File: src/cluster_pkg.sv
package cluster_pkg;

	////////////////////////////////////////
	// lane cluster sizing
	////////////////////////////////////////

	// number of identical execute lanes
	localparam int num_lanes = 4;

	// reorder-buffer tag width
	localparam int tag_width = 5;

	// cycles a multiply occupies a lane before done
	localparam int mul_latency = 4;

	// counter must hold mul_latency itself
	localparam int lat_width = $clog2(mul_latency + 1);

	////////////////////////////////////////
	// derived types
	////////////////////////////////////////

	typedef logic [tag_width-1:0] rob_tag_t;
	typedef logic [lat_width-1:0] lat_count_t;

	// lane number and one-bit-per-lane mask
	typedef logic [$clog2(num_lanes)-1:0] lane_idx_t;
	typedef logic [num_lanes-1:0] lane_mask_t;

endpackage

File: src/isa_pkg.sv
package isa_pkg;

	////////////////////////////////////////
	// datapath
	////////////////////////////////////////

	// word width of operands and results
	localparam int xlen = 32;

	// shifts only look at the low bits of operand b
	localparam int shamt_width = 5;

	// one operand or result word
	typedef logic [xlen-1:0] xlen_t;

	////////////////////////////////////////
	// operation codes
	////////////////////////////////////////

	// multiply is the only multi-cycle op
	typedef enum logic [2:0] {
		func_add = 3'd0,
		func_sub = 3'd1,
		func_and = 3'd2,
		func_or  = 3'd3,
		func_xor = 3'd4,
		func_sll = 3'd5,
		func_srl = 3'd6,
		func_mul = 3'd7
	} alu_func_e;

endpackage
File: src/lane_result_if.sv
`timescale 1ns/1ps

// one finished result waiting for the CDB
interface lane_result_if
	import isa_pkg::*;
	import cluster_pkg::*;
();

	// level, held with tag/value until granted
	logic     done;
	rob_tag_t tag;
	xlen_t    value;

	// single-cycle pulse from the arbiter
	logic     grant;

	// execute lane side
	modport lane (output done, tag, value, input grant);

	// CDB arbiter side
	modport arbiter (input done, tag, value, output grant);

endinterface

File: src/lane_issue_if.sv
`timescale 1ns/1ps

// one issued operation headed to one lane
interface lane_issue_if
	import isa_pkg::*;
	import cluster_pkg::*;
();

	// one-cycle strobe, only toward an idle lane
	logic      start;
	rob_tag_t  tag;
	alu_func_e func;
	xlen_t     opa;
	xlen_t     opb;

	// lane occupied, can't take a new op
	logic      busy;

	// dispatcher side
	modport dispatch (output start, tag, func, opa, opb, input busy);

	// execute lane side
	modport lane (input start, tag, func, opa, opb, output busy);

endinterface

File: src/exec_lane.sv
`timescale 1ns/1ps

module exec_lane
	import isa_pkg::*;
	import cluster_pkg::*;
(
	input  logic        clock,
	input  logic        reset,
	lane_issue_if.lane  issue,
	lane_result_if.lane result
);

	// control state
	logic       busy_q;
	logic       done_q;
	lat_count_t count_q;

	// held operation and result
	rob_tag_t  tag_q;
	alu_func_e func_q;
	xlen_t     opa_q;
	xlen_t     opb_q;
	xlen_t     value_q;

	// function unit and latency helpers
	xlen_t      alu_out;
	lat_count_t start_lat;
	logic       finish;

	////////////////////////////////////////
	// latency
	////////////////////////////////////////

	// simple ops take one cycle, multiply stands in for the mult channel
	assign start_lat = (issue.func == func_mul) ? lat_count_t'(mul_latency)
	                                            : lat_count_t'(1);

	// last counting cycle, result captured at this edge
	assign finish = busy_q && (count_q == lat_count_t'(1));

	// a granted lane reads as free so it can restart right away
	assign issue.busy = busy_q && !result.grant;

	always_ff @(posedge clock) begin
		if (reset) begin
			busy_q <= 1'b0;
			done_q <= 1'b0;
			count_q <= '0;
		end else if (issue.start) begin
			busy_q <= 1'b1;
			done_q <= 1'b0;
			count_q <= start_lat;
		end else if (result.grant) begin
			// result left on the CDB
			busy_q <= 1'b0;
			done_q <= 1'b0;
		end else begin
			if (count_q != '0) begin
				count_q <= count_q - lat_count_t'(1);
			end
			if (finish) begin
				done_q <= 1'b1;
			end
		end
	end

	////////////////////////////////////////
	// datapath
	////////////////////////////////////////

	always_comb begin
		case (func_q)
			func_add: alu_out = opa_q + opb_q;
			func_sub: alu_out = opa_q - opb_q;
			func_and: alu_out = opa_q & opb_q;
			func_or:  alu_out = opa_q | opb_q;
			func_xor: alu_out = opa_q ^ opb_q;
			func_sll: alu_out = opa_q << opb_q[shamt_width-1:0];
			func_srl: alu_out = opa_q >> opb_q[shamt_width-1:0];
			// low word of the product only
			func_mul: alu_out = xlen_t'(opa_q * opb_q);
			default:  alu_out = '0;
		endcase
	end

	// operands latched on start, result on the finishing edge
	always_ff @(posedge clock) begin
		if (issue.start) begin
			tag_q <= issue.tag;
			func_q <= issue.func;
			opa_q <= issue.opa;
			opb_q <= issue.opb;
		end
		if (finish) begin
			value_q <= alu_out;
		end
	end

	// held steady until grant
	assign result.done = done_q;
	assign result.tag = tag_q;
	assign result.value = value_q;

endmodule

File: src/flat_wrapper.sv
// flat-port wrapper written by rule: the top's interface ports become plain ports
module exec_lane_flat import isa_pkg::*; import cluster_pkg::*;
  (clock, reset, issue_start, issue_tag, issue_func, issue_opa, issue_opb, issue_busy, result_done, result_tag, result_value, result_grant);
  lane_issue_if issue_i ();
  lane_result_if result_i ();
  input  logic clock;
  input  logic reset;
  input wire logic [$bits(issue_i.start)-1:0] issue_start;
  input wire logic [$bits(issue_i.tag)-1:0] issue_tag;
  input wire logic [$bits(issue_i.func)-1:0] issue_func;
  input wire logic [$bits(issue_i.opa)-1:0] issue_opa;
  input wire logic [$bits(issue_i.opb)-1:0] issue_opb;
  output wire logic [$bits(issue_i.busy)-1:0] issue_busy;
  output wire logic [$bits(result_i.done)-1:0] result_done;
  output wire logic [$bits(result_i.tag)-1:0] result_tag;
  output wire logic [$bits(result_i.value)-1:0] result_value;
  input wire logic [$bits(result_i.grant)-1:0] result_grant;
  assign issue_i.start = issue_start;
  assign issue_i.tag = issue_tag;
  assign issue_i.func = issue_func;
  assign issue_i.opa = issue_opa;
  assign issue_i.opb = issue_opb;
  assign issue_busy = issue_i.busy;
  assign result_done = result_i.done;
  assign result_tag = result_i.tag;
  assign result_value = result_i.value;
  assign result_i.grant = result_grant;
  exec_lane u_core (.clock(clock), .reset(reset), .issue(issue_i), .result(result_i));
endmodule
File: config.mk
export PLATFORM = sky130hd
export DESIGN_NAME = exec_lane_flat
export DESIGN_NICKNAME = d
export VERILOG_FILES = /design/src/cluster_pkg.sv /design/src/isa_pkg.sv /design/src/lane_result_if.sv /design/src/lane_issue_if.sv /design/src/exec_lane.sv /design/src/flat_wrapper.sv
export SDC_FILE = /design/constraint.sdc
export NUM_CORES = 2
export LEC_CHECK = 0
export BUFFER_PORTS_ARGS = -buffer_cell sky130_fd_sc_hd__buf_4
export CAP_MARGIN = 20
export CORE_MARGIN = 1.5
export CORE_UTILIZATION = 60
export CTS_BUF_LIST = sky130_fd_sc_hd__clkbuf_4
export DETAILED_ROUTE_END_ITERATION = 10
export PLACE_DENSITY = 0.75
export REMOVE_ABC_BUFFERS = 1
export SYNTH_ARGS = -nofsm -noshare
export SYNTH_HDL_FRONTEND = slang
export SYNTH_SLANG_ARGS = --single-unit
File: constraint.sdc
create_clock -name clock -period 9.8 [get_ports clock]
set_input_delay 2.94 -clock clock [delete_from_list [all_inputs] [get_ports clock]]
set_output_delay 2.94 -clock clock [all_outputs]
set_load 0.01 [all_outputs]
# After elaboration in Yosys (flattened, before gate mapping)
# Index checks and enable logic that the tools add are counted.
[op_classes] addsub=3 mul=1 eq_ne=10 shift=2 n_mux=7 bitwise=3 n_reduce_logical=9
[op_table] operator="case mux 32 bit (8 select lines)" count=1
[op_table] operator="adder 32 bit" count=1
[op_table] operator="bitwise AND 32 bit" count=1
[op_table] operator="multiplier 32 x 32 -> 32 bit" count=1
[op_table] operator="bitwise OR 32 bit" count=1
[op_table] operator="left shift 32 x 5 -> 32 bit" count=1
[op_table] operator="right shift 32 x 5 -> 32 bit" count=1
[op_table] operator="subtractor 32 bit" count=1
[op_table] operator="bitwise XOR 32 bit" count=1
[op_table] operator="== test 3 bit (second input constant)" count=5
[op_table] operator="2-to-1 mux 3 bit" count=4
[op_table] operator="== test 3 x 1 -> 1 bit (second input constant)" count=2
[op_table] operator="== test 3 x 2 -> 1 bit (second input constant)" count=2
[op_table] operator="nonzero test 2 bit" count=2
[op_table] operator="logical NOT 3 bit" count=1
[op_table] operator="nonzero test 3 bit" count=1
[op_table] operator="OR reduction 3 bit" count=1
[op_table] operator="subtractor 3 x 1 -> 3 bit (second input constant)" count=1
[op_table] operator="logical AND 1 bit" count=2
[op_table] operator="2-to-1 mux 1 bit" count=2
[op_table] operator="!= test 2 bit (second input constant)" count=1
[op_table] operator="AND reduction 2 bit" count=1
[op_table] operator="logical NOT 1 bit" count=1
[word_totals] regBits=109

# Depth between registers and ports, before layout
[depth] ltp_word=4 mapped_depth=29 depth_no_buf=26

# Worst setup path after synthesis
# OpenSTA, ideal clock, no wires.
[synth_path] path_kind="reg-to-reg" from="reg u_core.opb_q[2]" to="reg u_core.value_q[31], in the netlist u_core.result.value[31] (data pin)" arrival_time_ns=7.872 required_time_ns=9.523 slack_ns=1.651 stages_incl_launch_ff=30 period_less_slack_ns=8.149 path_cell_list="edfxtp_1 buf_2 inv_1 buf_2 buf_2 clkbuf_1 buf_1 nor2_1 fa_1 inv_1 fa_1 fa_1 fa_1 inv_1 fa_1 inv_1 fa_1 inv_1 fa_1 fa_1 ha_1 a2111oi_0 o21ai_1 o21ai_0 a2bb2oi_1 a31oi_1 a31oi_1 o21ai_0 xnor2_1 o221ai_1"
[synth_between] elab_chain_cells=2
[synth_rtl] element="start, declared" line_no="exec_lane.sv:22" text="xlen_t opb_q;"
[synth_rtl] element="start signal, assigned" line_no="exec_lane.sv:92" text="opb_q <= issue.opb;"
[synth_rtl] element="multiplier 32 x 32 -> 32 bit (tied with other cells)" line_no="exec_lane.sv:81" text="func_mul: alu_out = xlen_t'(opa_q * opb_q);"
[synth_rtl] element="case mux 32 bit (8 select lines) *" line_no="exec_lane.sv:72" text="case (func_q)"
[synth_rtl] element="net u_core.alu_out[31]" line_no="exec_lane.sv:26" text="xlen_t alu_out;"
[synth_rtl] element="end signal, assigned" line_no="exec_lane.sv:95" text="value_q <= alu_out;"
[synth_rtl] element="end, declared" line_no="exec_lane.sv:23" text="xlen_t value_q;"
# Mark *: on every way through the listed nets, which the timed path passes. The rest lies on a longest branch.
# A chain may end at the register's enable or synchronous reset.

# Worst setup path after layout
[layout_path] from="reg u_core.opb_q[7]" to="reg u_core.value_q[31], in the netlist u_core.result.value[31] (data pin)"
[layout_between] elab_chain_cells=2
[layout_rtl] element="multiplier 32 x 32 -> 32 bit (tied with other cells)" line_no="exec_lane.sv:81"
[layout_rtl] element="case mux 32 bit (8 select lines) *" line_no="exec_lane.sv:72"
[layout_rtl] element="net u_core.alu_out[31]" line_no="exec_lane.sv:26"
# Marked as above.

==> metrics.md <==
| Metric | Value |
|---|---|
| WL/cell | 29.34 um |
| Layout cells sized above 1 | 0.09722 |
| Setup violations, final | 0 |
| Buffers added on ports | 114 |
| Hold path startpoint | u_core.result.done |
| CP required | 10.18 ns |
| Initial antenna violation count | 2 |
| Fillers | 3499 |
| Final Hold Fails | 0 |
| Commonest non-fill, non-tap cells in the layout | 447 x nor2_1, 434 x inv_1, 409 x fa_1 |
| Detail Route Antenna Nets | 0 |
| Die X | 210.9 um |
| Yosys top cell area share | 0.3157 |
| Detail Placement HPWL | 78800 um |
| Clock skew | 0.07379 ns |
| Tightest Pin Transition | 1.090 ns |
| #FFs+latches synth | 109 |
| Via density | 6.603 |
| Worst reg2reg path depth | 26 |
| CP Max Fanout | 13 |
| Global-route wire length before repair | 154500 um |
| Post-layout net count | 3686 |
| Largest net degree at the start of global routing | 81 |
| Core Region | 42320 sq um |
| Status | finished clean |
| Register-to-register setup slack | 1.34 ns |
| Startpoint Class | flop |
| Worst hold path depth | 2 |
| Postcts setup bufs | 0 |
| Grt ovf | 0 |
| Total track usage | 0.4852 |
| Distinct cells, synth | 84 |
| Post-route cell area | 27510 sq um |
| Leading area contributor after synthesis | fa_1 |
| CTS clk-pin slew, worst paths | 0.21 ns |
| Crit end category | flop |
| Async set-reset flop share out of synthesis | 0 |
| Synth area leaders | fa_1 32%, edfxtp_1 12%, ha_1 11%, nor2_1 6.5%, inv_1 6.3% |
| Highest clock rate | 118.1 MHz |
| Max Cap Viol | 0 |
| Starting Density | 0.6129 |
| Synthesized cell area | 25940 sq um |
| Worst hold path class | reg -> reg |
| Vias | 23530 |
| Vias in the first global route | 24210 |
| Cts repair resizes | 0 |
| Multi-input gate area in the final layout | 20260 sq um |
| Cells after synthesis | 2946 |
| Deepest clock path buffer count | 2 |
| Cts bufs inserted | 9 |
| P&R area growth vs syn | 6.073% |
| Synth Area per Inst | 8.805 sq um |
| Total negative slack | 0 ns |
| RSZ-0062 raised after global routing | false |
| CTS Root Cell | clkbuf_4 |
| Register area share after synthesis | 0.1243 |
| Skew-Pair Late Insertion Delay | 0.69 ns |
| # IOs | 115 |
| # hold bufs at CTS | 0 |
| Most common cell after layout, fill and taps aside | nor2_1 |
| Die extent in y | 210.9 um |
| Hold endpoint | u_core.result.done |
| TritonCTS clock tree | done |
| Slew Limit Headroom | 0.2727 |
| Tmin final | 8.464 ns |
| Htree depth | 3 |
| DRC viols | 0 |
| DIE AREA | 44490 sq um |
| Main synth FF type | edfxtp_1 |
| EDFF count, synth | 104 |
| Final WL | 104500 um |
| RD Place Congestion | 1.067 |
| Seq. cell area | 3223 sq um |
| Yosys warns | 0 |
| End of the worst register-to-register path | u_core.result.value[31] |
| R2R Path Start | u_core.opb_q[7] |
| Worst Path Class, Setup | reg -> reg |
| DR pass1 iterations | 9 |
| Tcrit/Tclk final | 0.8637 |
| Starting DRT DRC Count | 2926 |
| Core Util, Final | 0.6501 |
| # rows | 75 |
| Area post-placement | 27370 sq um |
| Critical Path AT | 8.84 ns |
| Sink Count | 109 |
| Max-slew violations | 0 |
==> worst max-delay path by stage <==
stage	from	end	slack (ns)	depth (start not counted)
after detailed placement	u_core.opb_q[7]	u_core.result.value[31]	1.52	26
after global routing	u_core.opb_q[7]	u_core.result.value[31]	1.08	26
after global placement	u_core.opb_q[7]	u_core.result.value[31]	1.63	26
final	u_core.opb_q[7]	u_core.result.value[31]	1.34	26
after floorplan	u_core.opb_q[2]	u_core.result.value[31]	0.81	24
after CTS	u_core.opb_q[7]	u_core.result.value[31]	1.53	26
==> registers in the layout, summed over array words and instances, names as in the netlist <==
name and count:
u_core.opa_q 32, u_core.opb_q 32, u_core.result.tag 5, u_core.func_q 3, u_core.busy_q 1, u_core.count_q 3
u_core.result.done 1, u_core.result.value 32
==> through the flow <==
stage                     setup slack [ns]  hold slack (ns)  instances
final                                1.336           0.5391       3563
after global routing                 1.085           0.5496       3561
after CTS                            1.527           0.5401       3560
after detailed placement             1.520           0.5126       3544
after global placement               1.627           0.4857       3544
after floorplan                     0.8059           0.4712       2777
==> cell type report <==
class	instances	area share
multi-input cells	2205	0.7364
inverters	463	0.06317
clock inverters	7	0.002456
diodes	3	0.0002729
clock buffers	9	0.002456
repair buffers	190	0.05184
flip-flops and latches	109	0.1171
well taps	577	0.02624
==> synthesized netlist by cell type, types with 10 or more instances <==
library cell  count
nor2_1          448
inv_1           435
fa_1            409
nand2_1         311
ha_1            223
a21oi_1         157
xnor2_1         107
clkbuf_1        105
edfxtp_1        104
o21ai_0          75
mux2i_1          55
mux4_2           41
buf_1            37
xor2_1           25
a21o_1           23
nor3_1           22
nand3_1          21
o22ai_1          21
clkinv_1         18
a221oi_1         17
a31oi_1          17
o21a_1           16
buf_2            15
nand2b_1         15
o21ai_1          13
or3_1            13
inv_2            10
==> routing by layer <==
metal,track usage,wire [um],vias up
met4,0.3106,8529,2
met2,0.7186,44060,1890
met1,0.6033,36700,11490
met3,0.1738,15240,552
met5,0,13,-
li1,-,-,9587
==> critical path, stage by stage (launching register included) <==
cell	delay, ns
edfxtp_1	0.40
buf_4	0.20
inv_1	0.37
buf_4	0.32
nor2_1	0.08
fa_1	0.48
fa_1	0.43
fa_1	0.55
inv_1	0.05
fa_1	0.47
inv_1	0.05
fa_1	0.51
inv_1	0.06
fa_1	0.55
inv_1	0.05
fa_1	0.49
fa_1	0.41
ha_1	0.36
a2111oi_0	0.42
o21ai_1	0.13
o21ai_0	0.18
a2bb2oi_1	0.60
a31oi_1	0.25
a31oi_1	0.30
o21ai_0	0.16
xnor2_1	0.19
o221ai_1	0.14
==> cells by family after synthesis <==
logic type | after synthesis | share of synthesized area
and+or+nand+nor | 875 | 0.1366
buffers and inverters | 632 | 0.09507
adders and majority gates | 632 | 0.4232
AOI/OAI and AO/OA | 463 | 0.1164
xor gates and xnor gates | 132 | 0.04457
DFF | 109 | 0.1243
muxes | 103 | 0.05986
Power is left out: the tool's default activity adds up to more than one toggle a clock period on the data nets, which glitch-free logic cannot reach.
